<file path="src/verilog/game_pkg.sv">
`default_nettype none

package game_pkg;

    // reachable cells, border is one cell outside these
    localparam int x_min = 1;
    localparam int x_max = 18;
    localparam int y_min = 1;
    localparam int y_max = 13;

    // frame phases, counted from the vs fall
    localparam int sample_count = 0;
    localparam int move_count   = 1;
    localparam int write_count  = 16;

    typedef struct packed {
        logic [4:0] x;
        logic [3:0] y;
    } cell_pos_t;

    typedef enum logic [2:0] {
        dir_none,
        dir_up,
        dir_down,
        dir_left,
        dir_right
    } move_dir_t;

    typedef enum logic [2:0] {
        tile_player1 = 3'd0,
        tile_chaser1 = 3'd1,
        tile_player2 = 3'd2,
        tile_chaser2 = 3'd3
    } tile_t;

    // object ram word: on | tile | x | y
    typedef struct packed {
        logic      on;
        tile_t     tile;
        cell_pos_t pos;
    } obj_word_t;

    typedef enum logic [1:0] {
        playing,
        player1_wins,
        player2_wins
    } outcome_t;

    typedef enum logic [2:0] {
        idle,
        write_player1,
        write_chaser1,
        write_player2,
        write_chaser2
    } writer_state_t;

endpackage

`default_nettype wire

</file>
<file path="src/verilog/frame_timer.sv">
`timescale 1ns/1ps
`default_nettype none

module frame_timer
    import game_pkg::*;
(
    input  wire logic       clk,
    input  wire logic       reset_n,
    input  wire logic       vs,
    output logic      [7:0] frame_count
);

    logic vs_q;        // vs from the previous cycle
    logic frame_start; // falling edge of vs

    assign frame_start = vs_q && !vs;

    always_ff @(posedge clk or negedge reset_n) begin
        if (!reset_n) begin
            vs_q <= 1'b0;
        end else begin
            vs_q <= vs;
        end
    end

    // parked at 255 until the first frame arrives
    always_ff @(posedge clk or negedge reset_n) begin
        if (!reset_n) begin
            frame_count <= 8'hff;
        end else if (frame_start) begin
            frame_count <= 8'(sample_count); // restart at the sample phase
        end else if (frame_count != 8'hff) begin
            frame_count <= frame_count + 8'd1; // saturating
        end
    end

endmodule

`default_nettype wire

</file>
<file path="src/verilog/key_reader.sv">
`timescale 1ns/1ps
`default_nettype none

module key_reader
    import game_pkg::*;
(
    input  wire logic      clk,
    input  wire logic      reset_n,
    input  wire logic [7:0] frame_count,
    input  wire logic [7:0] keys,
    output move_dir_t      dir1,
    output move_dir_t      dir2
);

    logic [7:0] pressed_q; // keys held at the last sample
    logic [7:0] pressed;
    logic [7:0] fresh;

    // nibble order is up, down, left, right from the top bit
    function automatic move_dir_t decode_dir(input logic [3:0] nib);
        case (nib)
            4'b1000: decode_dir = dir_up;
            4'b0100: decode_dir = dir_down;
            4'b0010: decode_dir = dir_left;
            4'b0001: decode_dir = dir_right;
            default: decode_dir = dir_none; // none or several keys
        endcase
    endfunction

    assign pressed = ~keys;               // keys are active low
    assign fresh   = pressed & ~pressed_q; // new presses only

    always_ff @(posedge clk or negedge reset_n) begin
        if (!reset_n) begin
            pressed_q <= 8'h00;
            dir1      <= dir_none;
            dir2      <= dir_none;
        end else if (frame_count == 8'(sample_count)) begin
            pressed_q <= pressed;
            dir1      <= decode_dir(fresh[3:0]);
            dir2      <= decode_dir(fresh[7:4]);
        end
    end

endmodule

`default_nettype wire

</file>
<file path="src/verilog/player_mover.sv">
`timescale 1ns/1ps
`default_nettype none

module player_mover
    import game_pkg::*;
#(
    parameter int start_x = 1,
    parameter int start_y = 1
) (
    input  wire logic       clk,
    input  wire logic       reset_n,
    input  wire logic [7:0] frame_count,
    input  move_dir_t       dir,
    input  cell_pos_t       other_pos,
    output cell_pos_t       pos
);

    cell_pos_t nxt;      // candidate cell for this frame
    logic      in_field;
    logic      can_move;

    always_comb begin
        nxt = pos;
        case (dir)
            dir_up:    nxt.y = pos.y - 4'd1;
            dir_down:  nxt.y = pos.y + 4'd1;
            dir_left:  nxt.x = pos.x - 5'd1;
            dir_right: nxt.x = pos.x + 5'd1;
            default:   nxt = pos;
        endcase
    end

    // only the border blocks, no inner maze
    assign in_field = (nxt.x >= x_min) && (nxt.x <= x_max) &&
                      (nxt.y >= y_min) && (nxt.y <= y_max);

    // other player is checked at its pre-step cell
    assign can_move = (dir != dir_none) && in_field && (nxt != other_pos);

    always_ff @(posedge clk or negedge reset_n) begin
        if (!reset_n) begin
            pos.x <= 5'(start_x);
            pos.y <= 4'(start_y);
        end else if (frame_count == 8'(move_count) && can_move) begin
            pos <= nxt;
        end
    end

endmodule

`default_nettype wire

</file>
<file path="src/verilog/chaser.sv">
`timescale 1ns/1ps
`default_nettype none

module chaser
    import game_pkg::*;
#(
    parameter int start_x           = 11,
    parameter int start_y           = 11,
    parameter int chase_period_log2 = 5
) (
    input  wire logic       clk,
    input  wire logic       reset_n,
    input  wire logic [7:0] frame_count,
    input  cell_pos_t       target,
    output cell_pos_t       pos
);

    logic [chase_period_log2-1:0] period_cnt; // frames since last step
    logic [4:0]                   dx;
    logic [3:0]                   dy;
    cell_pos_t                    nxt;

    always_comb begin
        dx  = (pos.x < target.x) ? target.x - pos.x : pos.x - target.x;
        dy  = (pos.y < target.y) ? target.y - pos.y : pos.y - target.y;
        nxt = pos;
        if (dx > dy) begin
            nxt.x = (pos.x < target.x) ? pos.x + 5'd1 : pos.x - 5'd1;
        end else if (dy != 4'd0) begin
            nxt.y = (pos.y < target.y) ? pos.y + 4'd1 : pos.y - 4'd1;
        end
        // on the target already, nxt stays put
    end

    // target is always inside the field, so the step never needs a border check
    always_ff @(posedge clk or negedge reset_n) begin
        if (!reset_n) begin
            period_cnt <= '0;
            pos.x      <= 5'(start_x);
            pos.y      <= 4'(start_y);
        end else if (frame_count == 8'(move_count)) begin
            period_cnt <= period_cnt + 1'b1;
            if (period_cnt == '0) begin
                pos <= nxt; // step frame
            end
        end
    end

endmodule

`default_nettype wire

</file>
<file path="src/verilog/match_referee.sv">
`timescale 1ns/1ps
`default_nettype none

module match_referee
    import game_pkg::*;
(
    input  wire logic clk,
    input  wire logic reset_n,
    input  cell_pos_t pos1,
    input  cell_pos_t pos2,
    input  cell_pos_t cpos1,
    input  cell_pos_t cpos2,
    output outcome_t  outcome
);

    logic p1_caught;
    logic p2_caught;

    assign p1_caught = (pos1 == cpos1) || (pos1 == cpos2);
    assign p2_caught = (pos2 == cpos1) || (pos2 == cpos2);

    // result sticks until reset, player 1 caught wins the tie
    always_ff @(posedge clk or negedge reset_n) begin
        if (!reset_n) begin
            outcome <= playing;
        end else if (outcome == playing) begin
            if (p1_caught) begin
                outcome <= player2_wins;
            end else if (p2_caught) begin
                outcome <= player1_wins;
            end
        end
    end

endmodule

`default_nettype wire

</file>
<file path="src/verilog/object_writer.sv">
`timescale 1ns/1ps
`default_nettype none

module object_writer
    import game_pkg::*;
(
    input  wire logic       clk,
    input  wire logic       reset_n,
    input  wire logic [7:0] frame_count,
    input  cell_pos_t       pos1,
    input  cell_pos_t       cpos1,
    input  cell_pos_t       pos2,
    input  cell_pos_t       cpos2,
    output logic      [1:0] obj_addr,
    output obj_word_t       obj_data,
    output logic            obj_we
);

    writer_state_t state;

    always_ff @(posedge clk or negedge reset_n) begin
        if (!reset_n) begin
            state <= idle;
        end else begin
            case (state)
                idle:          if (frame_count == 8'(write_count)) state <= write_player1;
                write_player1: state <= write_chaser1;
                write_chaser1: state <= write_player2;
                write_player2: state <= write_chaser2;
                default:       state <= idle; // burst done
            endcase
        end
    end

    // one word per write state, positions are stable this late in the frame
    always_comb begin
        obj_we   = 1'b1;
        obj_addr = 2'd0;
        obj_data = '0;
        case (state)
            write_player1: obj_data = '{on: 1'b1, tile: tile_player1, pos: pos1};
            write_chaser1: begin
                obj_addr = 2'd1;
                obj_data = '{on: 1'b1, tile: tile_chaser1, pos: cpos1};
            end
            write_player2: begin
                obj_addr = 2'd2;
                obj_data = '{on: 1'b1, tile: tile_player2, pos: pos2};
            end
            write_chaser2: begin
                obj_addr = 2'd3;
                obj_data = '{on: 1'b1, tile: tile_chaser2, pos: cpos2};
            end
            default: obj_we = 1'b0; // idle
        endcase
    end

endmodule

`default_nettype wire

</file>
<file path="src/verilog/game_controller.sv">
`timescale 1ns/1ps
`default_nettype none

module game_controller
    import game_pkg::*;
#(
    parameter int chase_period_log2 = 5
) (
    input  wire logic       clk,
    input  wire logic       reset_n,
    input  wire logic       vs,
    input  wire logic [7:0] keys,
    output outcome_t        outcome,
    output logic      [1:0] obj_addr,
    output obj_word_t       obj_data,
    output logic            obj_we
);

    logic [7:0] frame_count; // cycles since the vs fall
    move_dir_t  dir1;
    move_dir_t  dir2;
    cell_pos_t  pos1;
    cell_pos_t  pos2;
    cell_pos_t  cpos1;
    cell_pos_t  cpos2;

    frame_timer frame_timer_i (
        .clk         (clk),
        .reset_n     (reset_n),
        .vs          (vs),
        .frame_count (frame_count)
    );

    key_reader key_reader_i (
        .clk         (clk),
        .reset_n     (reset_n),
        .frame_count (frame_count),
        .keys        (keys),
        .dir1        (dir1),
        .dir2        (dir2)
    );

    player_mover #(.start_x(1), .start_y(1)) player1_i (
        .clk         (clk),
        .reset_n     (reset_n),
        .frame_count (frame_count),
        .dir         (dir1),
        .other_pos   (pos2),
        .pos         (pos1)
    );

    player_mover #(.start_x(18), .start_y(13)) player2_i (
        .clk         (clk),
        .reset_n     (reset_n),
        .frame_count (frame_count),
        .dir         (dir2),
        .other_pos   (pos1),
        .pos         (pos2)
    );

    // each chaser hunts its own player
    chaser #(
        .start_x           (11),
        .start_y           (11),
        .chase_period_log2 (chase_period_log2)
    ) chaser1_i (
        .clk         (clk),
        .reset_n     (reset_n),
        .frame_count (frame_count),
        .target      (pos1),
        .pos         (cpos1)
    );

    chaser #(
        .start_x           (5),
        .start_y           (5),
        .chase_period_log2 (chase_period_log2)
    ) chaser2_i (
        .clk         (clk),
        .reset_n     (reset_n),
        .frame_count (frame_count),
        .target      (pos2),
        .pos         (cpos2)
    );

    match_referee match_referee_i (
        .clk     (clk),
        .reset_n (reset_n),
        .pos1    (pos1),
        .pos2    (pos2),
        .cpos1   (cpos1),
        .cpos2   (cpos2),
        .outcome (outcome)
    );

    object_writer object_writer_i (
        .clk         (clk),
        .reset_n     (reset_n),
        .frame_count (frame_count),
        .pos1        (pos1),
        .cpos1       (cpos1),
        .pos2        (pos2),
        .cpos2       (cpos2),
        .obj_addr    (obj_addr),
        .obj_data    (obj_data),
        .obj_we      (obj_we)
    );

endmodule

`default_nettype wire

</file>
<file path="config.mk">
export PLATFORM = sky130hd
export DESIGN_NAME = game_controller
export DESIGN_NICKNAME = d
export VERILOG_FILES = /design/src/verilog/game_pkg.sv /design/src/verilog/frame_timer.sv /design/src/verilog/key_reader.sv /design/src/verilog/player_mover.sv /design/src/verilog/chaser.sv /design/src/verilog/match_referee.sv /design/src/verilog/object_writer.sv /design/src/verilog/game_controller.sv
export SDC_FILE = /design/constraint.sdc
export NUM_CORES = 1
export LEC_CHECK = 0
export BUFFER_PORTS_ARGS = -buffer_cell sky130_fd_sc_hd__buf_2
export CORE_AREA = 5 5 148 150
export DETAILED_ROUTE_END_ITERATION = 16
export DIE_AREA = 0 0 153 155
export HOLD_SLACK_MARGIN = 0.08
export PLACE_DENSITY = 0.52
export SYNTH_ARGS = -nofsm -noshare
export SYNTH_HDL_FRONTEND = slang
export SYNTH_HIERARCHICAL = 1
export SYNTH_SLANG_ARGS = --single-unit
</file>
<file path="constraint.sdc">
create_clock -name clk -period 4.4 [get_ports clk]
set_input_delay 0.22 -clock clk [delete_from_list [all_inputs] [get_ports clk]]
set_output_delay 0.22 -clock clk [all_outputs]
set_load 0.1 [all_outputs]
</file>
==> summary.txt, run 1 <==
OUTCOME
-------------------------------------------------------------------------------------
Result of the run                                                        finished clean

SYNTH
-------------------------------------------------------------------------------------
Synth Instances                                                                   834
Count of different cell masters after synthesis                                   106
Share of flip-flops with an asynchronous set or reset                           1.000
Dominant synthesized flop cell                                                dfrtp_1
Part of the Yosys area used for sequential elements                            0.2346
Flip-flop and latch count after synthesis                                          74
Synth Net Count                                                                   926
Post-synthesis instance area                                                8028 um^2
Number of warnings reported in the yosys synthesis log                              6
Number of enable flip-flop cells after synthesis                                    0
Syn avg cell area                                                          9.626 um^2

FLOORPLANNING
-------------------------------------------------------------------------------------
Standard-cell row count                                                            53
Die height                                                                     155 um
Die width                                                                      153 um
Core Region                                                                20560 um^2
Initial core utilization                                                       0.3905
Die footprint                                                              23720 um^2
Count of boundary I/O pins                                                         29

SETUP PATH
-------------------------------------------------------------------------------------
Kind of critical path                                                         reg2reg
Critical path peak fanout                                                           7
Worst r2r path cells                                                               14
Cell type group with the largest total delay on the critical path         adder cells
Internal reg-to-reg setup slack                                                330 ps
Buffers plus inverters on the worst setup path                                      1
Destination of the worst register-to-register timing path                chaser1_i/pos[1]
Worst EP required                                                             4670 ps
CP Capture Type                                                             flip-flop
Largest stage delay on the critical path                                       620 ps
Reg-to-Reg Start                                                         chaser1_i/pos[0]
Kind of start point of the critical path                                    flip-flop
Data arrival time of the worst path                                           4340 ps
Cell mode on critical path                                                       ha_1
Standard cell with the maximum stage delay on the critical path               dfstp_2
Cell Chain, Critical Path                                                inv_1, ha_1, fa_1, nand2b_2, a21oi_4, mux2i_1, xor2_2, ha_1, and2_1, o21ai_0, a32o_1, nand4_2, a211oi_4, mux2_4

STA
-------------------------------------------------------------------------------------
Final clock period utilization by the worst path                               0.9245
Highest attainable clock frequency                                          245.8 MHz
Slew headroom                                                                  0.4152
Total Neg Setup Slack                                                            0 ps
RSZ-0062 raised after global routing                                               no
Worst Slack Setup Final                                                      332.1 ps
Measured slew at the worst slew-check pin                                    866.1 ps
Final setup violation count                                                         0
Slew Viols, Final                                                                   0
Final setup skew                                                             8.546 ps
Final hold violation count                                                          0
Clock period minus final worst setup slack                                    4068 ps

CELLS AND AREA
-------------------------------------------------------------------------------------
Share of layout cells above drive strength 1                                   0.1884
Antenna fix cells                                                                   0
Final standard cell area without fillers                                    8850 um^2
Area taken by flip-flops and latches                                        1883 um^2
Area used by multi-input combinational logic                                5684 um^2
Filler Cell Count                                                                2041
Final Net Count                                                                   968
Highest-count cells in the layout ignoring fill and taps                 ha_1 (65), xnor2_1 (64), inv_1 (57), dfrtp_1 (49), o21ai_0 (43)
Most frequent standard cell in the layout excluding fill and tap cells           ha_1
Growth of design area from synthesis to finish                                 10.24%

DRT
-------------------------------------------------------------------------------------
Detailed-route wire length per cell                                          17.28 um
Number of nets still failing antenna checks after routing                           0
Violation count after the first detailed-routing iteration                        355
DRT Wirelength                                                               19980 um
Routed vias                                                                      6304
Number of optimization iterations in the first detailed-route pass                  5
Drt drc                                                                             0
Routed vias/inst                                                                5.453

WORST HOLD PATH
-------------------------------------------------------------------------------------
Hold_sp                                                                       keys[6]
Hold WC Path Type                                                              in2reg
Worst hold path endpoint                                                 key_reader_i/pressed_q[6]
Instance count along the most critical hold path                                    2

PLACEMENT
-------------------------------------------------------------------------------------
Port-buffer cells                                                                  27
GPL Wtd Cong                                                                   0.8280
Standard cell area after detailed placement                                 8468 um^2
Post-Place Worst Slack                                                       317.0 ps
HPWL Detailed                                                                14820 um

CLOCK TREE
-------------------------------------------------------------------------------------
CTS root buffer                                                             clkbuf_16
CTS sink cnt                                                                       74
Number of setup buffers added after CTS                                             0
Total CTS buffers                                                                   9
Maximum count of clock buffers along a single path                                  2
CTS tree                                                                         done
Clock-pin slew on the worst setup and hold paths                                60 ps
H-tree lvl count                                                                    3
Clock latency of the later-clocked register in the worst-skew pair             350 ps

GLOBAL ROUTING
-------------------------------------------------------------------------------------
Antenna violations before repair                                                    0
Via count of the first global-routing pass                                       6201
GRT Overall Usage                                                              0.1711
Sum of overflow across all layers after global routing                              0
Maximum number of pins on one net before global-route repair                       57
Wire length of the first global-routing pass                                 33200 um

RUN
-------------------------------------------------------------------------------------
Count of max-cap constraint violations                                              0

## repair_timing
| action | in CTS | in global routing |
|---|---|---|
| hold buffers | 8 | 0 |
| endpoints found under the hold margin | 25 | 0 |
| gates resized for setup | 0 | 0 |
## per-stage QoR
| step | std cells | utilization | hold slack [ps] |
|---|---|---|---|
| 2_1_floorplan | 834 | - | -75.59 |
| 3_3_place_gp | 1132 | 0.4119 | 126.2 |
| 3_5_place_dp | 1132 | 0.4119 | 129.0 |
| 4_1_cts | 1156 | 0.4305 | 85.41 |
| 5_1_grt | 1156 | 0.4305 | 105.9 |
| 6_report | 1156 | 0.4305 | 89.25 |
## cell usage after synthesis (14+ instances only)
library cell | n | share of area
dfstp_2 | 25 | 0.082
a21oi_1 | 39 | 0.024
inv_1 | 57 | 0.027
nor2_1 | 32 | 0.015
dfrtp_1 | 49 | 0.15
nand4_1 | 14 | 0.011
ha_1 | 65 | 0.10
xnor2_1 | 64 | 0.070
o21ai_0 | 43 | 0.027
nand3_1 | 17 | 0.011
nand2_1 | 36 | 0.017
mux2i_1 | 27 | 0.034
fa_1 | 16 | 0.040
xor2_1 | 39 | 0.043
## worst reg2reg max path: stages, from the launching register on
cell and delay [ps]:
dfstp_2 620, inv_1 90, ha_1 220, fa_1 420
nand2b_2 230, a21oi_4 140, mux2i_1 300, xor2_2 320
ha_1 310, and2_1 170, o21ai_0 80, a32o_1 180
nand4_2 210, a211oi_4 370, mux2_4 330
## registers in the layout, indices dropped and copies added, names as in the netlist, 5 cells and up
name / flops
chaser1_i/period_cnt: 5
chaser1_i/pos: 9
chaser2_i/period_cnt: 5
chaser2_i/pos: 9
frame_timer_i/frame_count: 8
key_reader_i/pressed_q: 8
player1_i/pos: 9
player2_i/pos: 9
## worst max-delay path by stage
stage | cells past startpoint | slack (ps) | from | to
global placement | 14 | 390 | chaser2_i/pos[6] | chaser2_i/pos[1]
detailed placement | 14 | 320 | chaser1_i/pos[0] | chaser1_i/pos[1]
floorplan | 15 | 480 | chaser1_i/pos[5] | chaser1_i/pos[1]
finish | 14 | 330 | chaser1_i/pos[0] | chaser1_i/pos[1]
global route | 15 | 10 | chaser2_i/pos[6] | chaser2_i/pos[1]
CTS | 14 | 280 | chaser1_i/pos[0] | chaser1_i/pos[1]
## final cells by class
| class | instances | area share |
|---|---|---|
| Clock buffer | 9 | 0.02545 |
| Timing Repair Buffer | 61 | 0.04666 |
| Clock inverter | 7 | 0.008624 |
| Sequential cell | 74 | 0.2128 |
| Multi-Input combinational cell | 671 | 0.6423 |
| Inverter | 59 | 0.02531 |
| Tap cell | 275 | 0.03888 |
## kinds of logic after synthesis
family	after synthesis	share of synthesized area
xor+xnor	107	0.1205
mux	41	0.05611
simple gates	223	0.1780
other cells	1	0.0004671
fa+ha+maj	81	0.1412
flops	74	0.2346
compound gates	218	0.2118
buf+inv	89	0.05736
## routing by layer
| metal | wire length (um) | track usage | vias to the layer above | share of wire |
|---|---|---|---|---|
| li1 | - | - | 3140 | - |
| met1 | 9675 | 0.2359 | 3030 | 0.48 |
| met2 | 9167 | 0.2790 | 115 | 0.46 |
| met3 | 780 | 0.03366 | 19 | 0.039 |
| met4 | 356 | 0.03946 | 0 | 0.018 |
| met5 | 0 | 0 | - | 0 |
Power of run 1 is not shown: default switching activity piles up to over one toggle a cycle in this logic, so the estimate is an artifact.
==> inputs of run 2 (changes only) <==
--- a/config.mk
+++ b/config.mk
@@ -6,11 +6,13 @@
 export NUM_CORES = 1
 export LEC_CHECK = 0
 export BUFFER_PORTS_ARGS = -buffer_cell sky130_fd_sc_hd__buf_2
+export CELL_PAD_IN_SITES_DETAIL_PLACEMENT = 1
+export CELL_PAD_IN_SITES_GLOBAL_PLACEMENT = 2
 export CORE_AREA = 5 5 148 150
 export DETAILED_ROUTE_END_ITERATION = 16
 export DIE_AREA = 0 0 153 155
-export HOLD_SLACK_MARGIN = 0.08
-export PLACE_DENSITY = 0.52
+export HOLD_SLACK_MARGIN = 0.15
+export PLACE_DENSITY_LB_ADDON = 0.1
 export SYNTH_ARGS = -nofsm -noshare
 export SYNTH_HDL_FRONTEND = slang
 export SYNTH_HIERARCHICAL = 1
==> run 2 against run 1 <==
Net effect:
- first-iteration DRC count is 6.5% higher
- cell area rose by 0.25%
- routed wire length up 16%
- fmax is 2.2% lower
- worst hold slack better by 380 ps
- critical endpoint is now chaser2_i/pos[1]
- flip-flop and latch count is the same
- global-route usage grew 3.1 points
- die area is the same
- count of clock-buffer cells in the layout rose by 1
==> summary.txt, run 2 (synthesized netlist as in run 1, its figures left out) <==
OUTCOME
-------------------------------------------------------------------------------------
Result of the run                                                        finished clean

SETUP PATH
-------------------------------------------------------------------------------------
Kind of start point of the critical path                                    flip-flop
CP Capture Type                                                             flip-flop
Cell Chain, Critical Path                                                inv_1, ha_1, o21a_1, o31a_1, o21a_1, or2_1, o31ai_2, xnor2_1, ha_1, and2_1, o21ai_0, a32o_1, o2111ai_4, a211oi_4, mux2_4
Largest stage delay on the critical path                                       600 ps
Cell type group with the largest total delay on the critical path        compound AO/OA/AOI/OAI gates
Data arrival time of the worst path                                           4390 ps
Startpoint of the worst setup timing path                                chaser2_i/pos[6]
Buffers plus inverters on the worst setup path                                      1
Worst EP required                                                             4630 ps
Critical path peak fanout                                                           7
Standard cell with the maximum stage delay on the critical path               dfstp_2
Worst r2r path cells                                                               15
Logic depth of the worst setup path including buffers                              15
Kind of critical path                                                         reg2reg
Reg-to-Reg Start                                                         chaser2_i/pos[6]

DRT
-------------------------------------------------------------------------------------
Violation count after the first detailed-routing iteration                        378
Routed vias                                                                      6598
Number of nets still failing antenna checks after routing                           0
Routed vias/inst                                                                5.703
DRT Wirelength                                                               23150 um
Number of optimization iterations in the first detailed-route pass                  4
Drt drc                                                                             0
Detailed-route wire length per cell                                          20.01 um

CLOCK TREE
-------------------------------------------------------------------------------------
CTS tree                                                                         done
Post-cts sizing count                                                               0
Clock latency of the later-clocked register in the worst-skew pair             350 ps
H-tree lvl count                                                                    3
Maximum count of clock buffers along a single path                                  2
CTS root buffer                                                             clkbuf_16
CTS sink cnt                                                                       74
Total CTS buffers                                                                   9
Clock-pin slew on the worst setup and hold paths                                60 ps

GLOBAL ROUTING
-------------------------------------------------------------------------------------
Maximum number of pins on one net before global-route repair                       75
GRT Overall Usage                                                              0.2016
Wire length of the first global-routing pass                                 38890 um
Sum of overflow across all layers after global routing                              0
Via count of the first global-routing pass                                       7293
Antenna violations before repair                                                    0

CELLS AND AREA
-------------------------------------------------------------------------------------
Antenna fix cells                                                                   0
Most frequent standard cell in the layout excluding fill and tap cells           ha_1
Final Net Count                                                                   969
Growth of design area from synthesis to finish                                 10.52%
Final standard cell area without fillers                                    8872 um^2
Highest-count cells in the layout ignoring fill and taps                 ha_1 (65), xnor2_1 (64), inv_1 (57), dfrtp_1 (49), o21ai_0 (43)
Share of layout cells above drive strength 1                                   0.1859

STA
-------------------------------------------------------------------------------------
Highest attainable clock frequency                                          240.4 MHz
Slew headroom                                                                  0.3347
Final hold violation count                                                          0
Final clock period utilization by the worst path                               0.9455
Measured slew at the worst slew-check pin                                    998.0 ps
Final setup violation count                                                         0
RSZ-0062 raised after global routing                                               no
Slew Viols, Final                                                                   0
Clock period minus final worst setup slack                                    4160 ps
Final setup skew                                                             9.291 ps
Total Neg Setup Slack                                                            0 ps

PLACEMENT
-------------------------------------------------------------------------------------
HPWL Detailed                                                                17530 um
GPL Wtd Cong                                                                   0.8504
Standard cell area after detailed placement                                 8453 um^2
Port-buffer cells                                                                  27

WORST HOLD PATH
-------------------------------------------------------------------------------------
Hold WC Path Type                                                             reg2reg
Instance count along the most critical hold path                                    1
Hold_sp                                                                  chaser1_i/period_cnt[4]

FLOORPLANNING
-------------------------------------------------------------------------------------
Standard-cell row count                                                            53
Die width                                                                      153 um
Core Region                                                                20560 um^2
Count of boundary I/O pins                                                         29
Die height                                                                     155 um
Initial core utilization                                                       0.3905
Die footprint                                                              23720 um^2

RUN
-------------------------------------------------------------------------------------
Count of max-cap constraint violations                                              0

[run 2: metrics by stage]
step           utilization  hold WS [ps]  cells  setup WS [ps]
2_1_floorplan            -        -75.59    834          479.1
3_3_place_gp        0.4112         351.7   1130          296.0
3_5_place_dp        0.4112         358.6   1130          199.2
4_1_cts             0.4312         479.6   1156          191.4
5_1_grt             0.4316         507.3   1157          9.881
6_report            0.4316         473.8   1157          240.0
[run 2: routing by layer]
layer	vias to the layer above	GRT usage	wire length [um]
met5	-	0	0
met4	0	0.05770	299
met3	20	0.02253	491
met2	99	0.3635	11770
met1	3353	0.2556	10590
li1	3126	-	-
[run 2: worst register-to-register path, cell delays in order (launching register included)]
cell and delay, ps:
dfstp_2 600, inv_1 80, ha_1 380, o21a_1 220, o31a_1 140, o21a_1 210, or2_1 340, o31ai_2 300
xnor2_1 160, ha_1 270, and2_1 180, o21ai_0 80, a32o_1 200, o2111ai_4 200, a211oi_4 350, mux2_4 330
[run 2: path summary, 6_finish.rpt]
| check | to | slack [ps] |
|---|---|---|
| hold reg to reg | chaser1_i/period_cnt[4] | 470 |
| hold / removal | chaser1_i/period_cnt[4] | 470 |
| max in group asynchronous | key_reader_i/dir2[1] | 3160 |
| setup reg to reg | chaser2_i/pos[1] | 240 |
| min in group asynchronous | chaser1_i/pos[8] | 590 |
| setup / recovery | chaser2_i/pos[1] | 240 |
[run 2: area by class of cell]
cell class / count / area (um^2)
Tap cell: 275 / 344.1
Timing Repair Buffer: 62 / 425.4
Multi-Input combinational cell: 671 / 5684
Fill cell: 2334 / 11690
Clock buffer: 10 / 229.0
Clock inverter: 6 / 82.58
Inverter: 59 / 224.0
Sequential cell: 74 / 1883
[run 2: repair_timing]
item,in CTS,in global routing
setup endpoints to repair,0,2
hold buffers,10,0
endpoints found under the hold margin,58,0
setup buffers,0,1
Power of run 2 is left out for the same reason.
==> inputs of run 3 (changes only) <==
--- a/config.mk
+++ b/config.mk
@@ -5,12 +5,13 @@
 export SDC_FILE = /design/constraint.sdc
 export NUM_CORES = 1
 export LEC_CHECK = 0
+export ABC_AREA = 1
 export BUFFER_PORTS_ARGS = -buffer_cell sky130_fd_sc_hd__buf_2
 export CELL_PAD_IN_SITES_DETAIL_PLACEMENT = 1
 export CELL_PAD_IN_SITES_GLOBAL_PLACEMENT = 2
-export CORE_AREA = 5 5 148 150
+export CORE_AREA = 5 5 157 159
 export DETAILED_ROUTE_END_ITERATION = 16
-export DIE_AREA = 0 0 153 155
+export DIE_AREA = 0 0 162 164
 export HOLD_SLACK_MARGIN = 0.15
 export PLACE_DENSITY_LB_ADDON = 0.1
 export SYNTH_ARGS = -nofsm -noshare
==> run 3 against run 2 <==
Net effect:
- register-to-register slack better by 800 ps
- first-iteration DRC count fell by 36%
- fmax increased by 24%
==> summary.txt, run 3 <==
OUTCOME
-------------------------------------------------------------------------------------
Result of the run                                                        finished clean

CELLS AND AREA
-------------------------------------------------------------------------------------
Antenna fix cells                                                                   0
Share of layout cells above drive strength 1                                   0.1344
Most frequent standard cell in the layout excluding fill and tap cells        nand2_1
Highest-count cells in the layout ignoring fill and taps                 nand2_1 (390), inv_1 (166), nand3_1 (134), nor2_1 (73), ha_1 (65)
Final Net Count                                                                  1344
Growth of design area from synthesis to finish                                 10.05%
Filler Cell Count                                                                3000

FLOORPLANNING
-------------------------------------------------------------------------------------
Core Region                                                                23120 um^2
Die width                                                                      162 um
Standard-cell row count                                                            56
Count of boundary I/O pins                                                         29
Die footprint                                                              26570 um^2
Initial core utilization                                                       0.3550
Die height                                                                     164 um

DRT
-------------------------------------------------------------------------------------
Highest signal layer in the routed design                                        met4
Drt drc                                                                             0
DRT Wirelength                                                               24200 um
Routed vias                                                                      7671
Routed vias/inst                                                                4.959
Met1 wire length                                                             11760 um
Detailed-route wire length per cell                                          15.64 um
Number of nets still failing antenna checks after routing                           0
Total length of routed met3 wires                                              418 um
Violation count after the first detailed-routing iteration                        241
Number of optimization iterations in the first detailed-route pass                  4
Met2 wire length                                                             11880 um

SETUP PATH
-------------------------------------------------------------------------------------
Worst r2r path cells                                                               17
Logic depth of the worst setup path including buffers                              17
Kind of start point of the critical path                                    flip-flop
Cell mode on critical path                                                    nand2_1
CP Capture Type                                                             flip-flop
Cell type group with the largest total delay on the critical path        simple AND/OR/NAND/NOR gates
Reg-to-Reg Start                                                         chaser2_i/pos[0]
Cell Chain, Critical Path                                                inv_1, ha_1, fa_1, inv_1, nand3_1, nand2_2, nand2_1, and2_1, ha_1, a21oi_1, o21ai_0, nand2_1, nand2_2, nor2_4, nand3_2, nand2_1, nand2_1
Buffers plus inverters on the worst setup path                                      2
Kind of critical path                                                         reg2reg
Internal reg-to-reg setup slack                                               1040 ps
Standard cell with the maximum stage delay on the critical path               dfstp_2
Worst EP required                                                             4650 ps
Data arrival time of the worst path                                           3610 ps
Largest stage delay on the critical path                                       670 ps
Critical path peak fanout                                                           9
Destination of the worst register-to-register timing path                chaser2_i/pos[1]

STA
-------------------------------------------------------------------------------------
Clock period minus final worst setup slack                                    3360 ps
Slew Viols, Final                                                                   0
RSZ-0062 raised after global routing                                               no
Worst Slack Setup Final                                                       1040 ps
Final clock period utilization by the worst path                               0.7636
Measured slew at the worst slew-check pin                                    772.5 ps
Final setup violation count                                                         0
Total Neg Setup Slack                                                            0 ps
Final setup skew                                                             11.45 ps
Slew headroom                                                                  0.4831
Highest attainable clock frequency                                          297.6 MHz
Final hold violation count                                                          0

SYNTH
-------------------------------------------------------------------------------------
Largest area contributor in the synthesized netlist                           nand2_1
Synth Net Count                                                                  1306
Top area cells in the synthesized netlist                                nand2_1 (18%), dfrtp_1 (15%), ha_1 (9.9%)
Share of flip-flops with an asynchronous set or reset                           1.000
Count of different cell masters after synthesis                                    44
Syn avg cell area                                                          6.761 um^2
Proportion of netlist area held by the largest area contributor                0.1784
Post-synthesis instance area                                                8208 um^2
Number of enable flip-flop cells after synthesis                                    0
Synth Instances                                                                  1214
Number of warnings reported in the yosys synthesis log                              6
Flip-flop and latch count after synthesis                                          74
Part of the Yosys area used for sequential elements                            0.2294
Dominant synthesized flop cell                                                dfrtp_1
Most instantiated library cell after synthesis                                nand2_1
Top post-synthesis cells by count                                        nand2_1 (390), inv_1 (166), nand3_1 (134), nor2_1 (73), ha_1 (65)

CLOCK TREE
-------------------------------------------------------------------------------------
CTS root buffer                                                             clkbuf_16
Total CTS buffers                                                                   9
Clock-pin slew on the worst setup and hold paths                                80 ps
CTS sink cnt                                                                       74
Maximum count of clock buffers along a single path                                  2
H-tree lvl count                                                                    3
CTS tree                                                                         done
Clock latency of the later-clocked register in the worst-skew pair             350 ps

GLOBAL ROUTING
-------------------------------------------------------------------------------------
Sum of overflow across all layers after global routing                              0
Antenna violations before repair                                                    0
Wire length of the first global-routing pass                                 40710 um
GRT Overall Usage                                                              0.1893
Via count of the first global-routing pass                                       7964
Maximum number of pins on one net before global-route repair                       39

WORST HOLD PATH
-------------------------------------------------------------------------------------
Instance count along the most critical hold path                                    4
Hold WC Path Type                                                              in2reg
Worst hold path endpoint                                                 key_reader_i/pressed_q[6]
Hold_sp                                                                       keys[6]

PLACEMENT
-------------------------------------------------------------------------------------
Port-buffer cells                                                                  27
Post-Place Worst Slack                                                        1020 ps
HPWL Detailed                                                                18660 um
GPL Wtd Cong                                                                   0.8468

RUN
-------------------------------------------------------------------------------------
Count of max-cap constraint violations                                              0

-- run 3: worst max-delay path by stage --
stage                      from          endpoint  slack (ps)
2_1_floorplan  chaser1_i/pos[5]  chaser1_i/pos[2]        1450
3_3_place_gp   chaser2_i/pos[0]  chaser2_i/pos[1]        1130
3_5_place_dp   player2_i/pos[8]  chaser2_i/pos[1]        1020
4_1_cts        chaser2_i/pos[0]  chaser2_i/pos[1]        1030
5_1_grt        player1_i/pos[8]  chaser1_i/pos[2]         690
6_report       chaser2_i/pos[0]  chaser2_i/pos[1]        1040
-- run 3: cells by family after synthesis --
family,share of synthesized area
xor gates and xnor gates,0.05610
other,0.0004569
DFF,0.2294
adders and majority gates,0.1381
buffers and inverters,0.09268
and+or+nand+nor,0.4358
AOI/OAI and AO/OA,0.04741
-- run 3: through the flow --
stage | cells | hold WS (ps) | utilization | area [um^2]
finish | 1547 | 167.0 | 0.3906 | 9032
global route | 1547 | 175.5 | 0.3906 | 9032
detailed placement | 1524 | 266.3 | 0.3751 | 8672
CTS | 1547 | 150.1 | 0.3906 | 9032
floorplan | 1214 | -75.59 | - | 8208
global placement | 1524 | 257.2 | 0.3751 | 8672
-- run 3: area by class of cell --
cell class | count | area [um^2] | area share
Multi-Input combinational cell | 945 | 5564 | 0.6160
Sequential cell | 74 | 1883 | 0.2085
Inverter | 183 | 686.9 | 0.07605
Tap cell | 290 | 362.8 | 0.04017
Timing Repair Buffer | 39 | 245.2 | 0.02715
Clock buffer | 9 | 225.2 | 0.02493
Clock inverter | 7 | 65.06 | 0.007203
-- run 3: worst register-to-register path, cell delays in order (launching register included) --
cell and delay [ps]:
dfstp_2 670, inv_1 110, ha_1 240, fa_1 410, inv_1 80, nand3_1 110, nand2_2 200, nand2_1 100
and2_1 160, ha_1 280, a21oi_1 150, o21ai_0 110, nand2_1 150, nand2_2 90, nor2_4 150, nand3_2 110
nand2_1 80, nand2_1 50
-- run 3: timing repair --
item,CTS,global route
setup buffers,0,0
setup endpoints to repair,0,0
hold buffers,7,0
gates resized for setup,0,0
hold endpoints to repair,28,0
-- run 3: layer usage --
metal / vias to the layer above / global-route usage
li1: 3939 / -
met1: 3682 / 0.2488
met2: 42 / 0.3402
met3: 8 / 0.02484
met4: 0 / 0.02768
met5: - / 0
Power of run 3 is left out for the same reason.
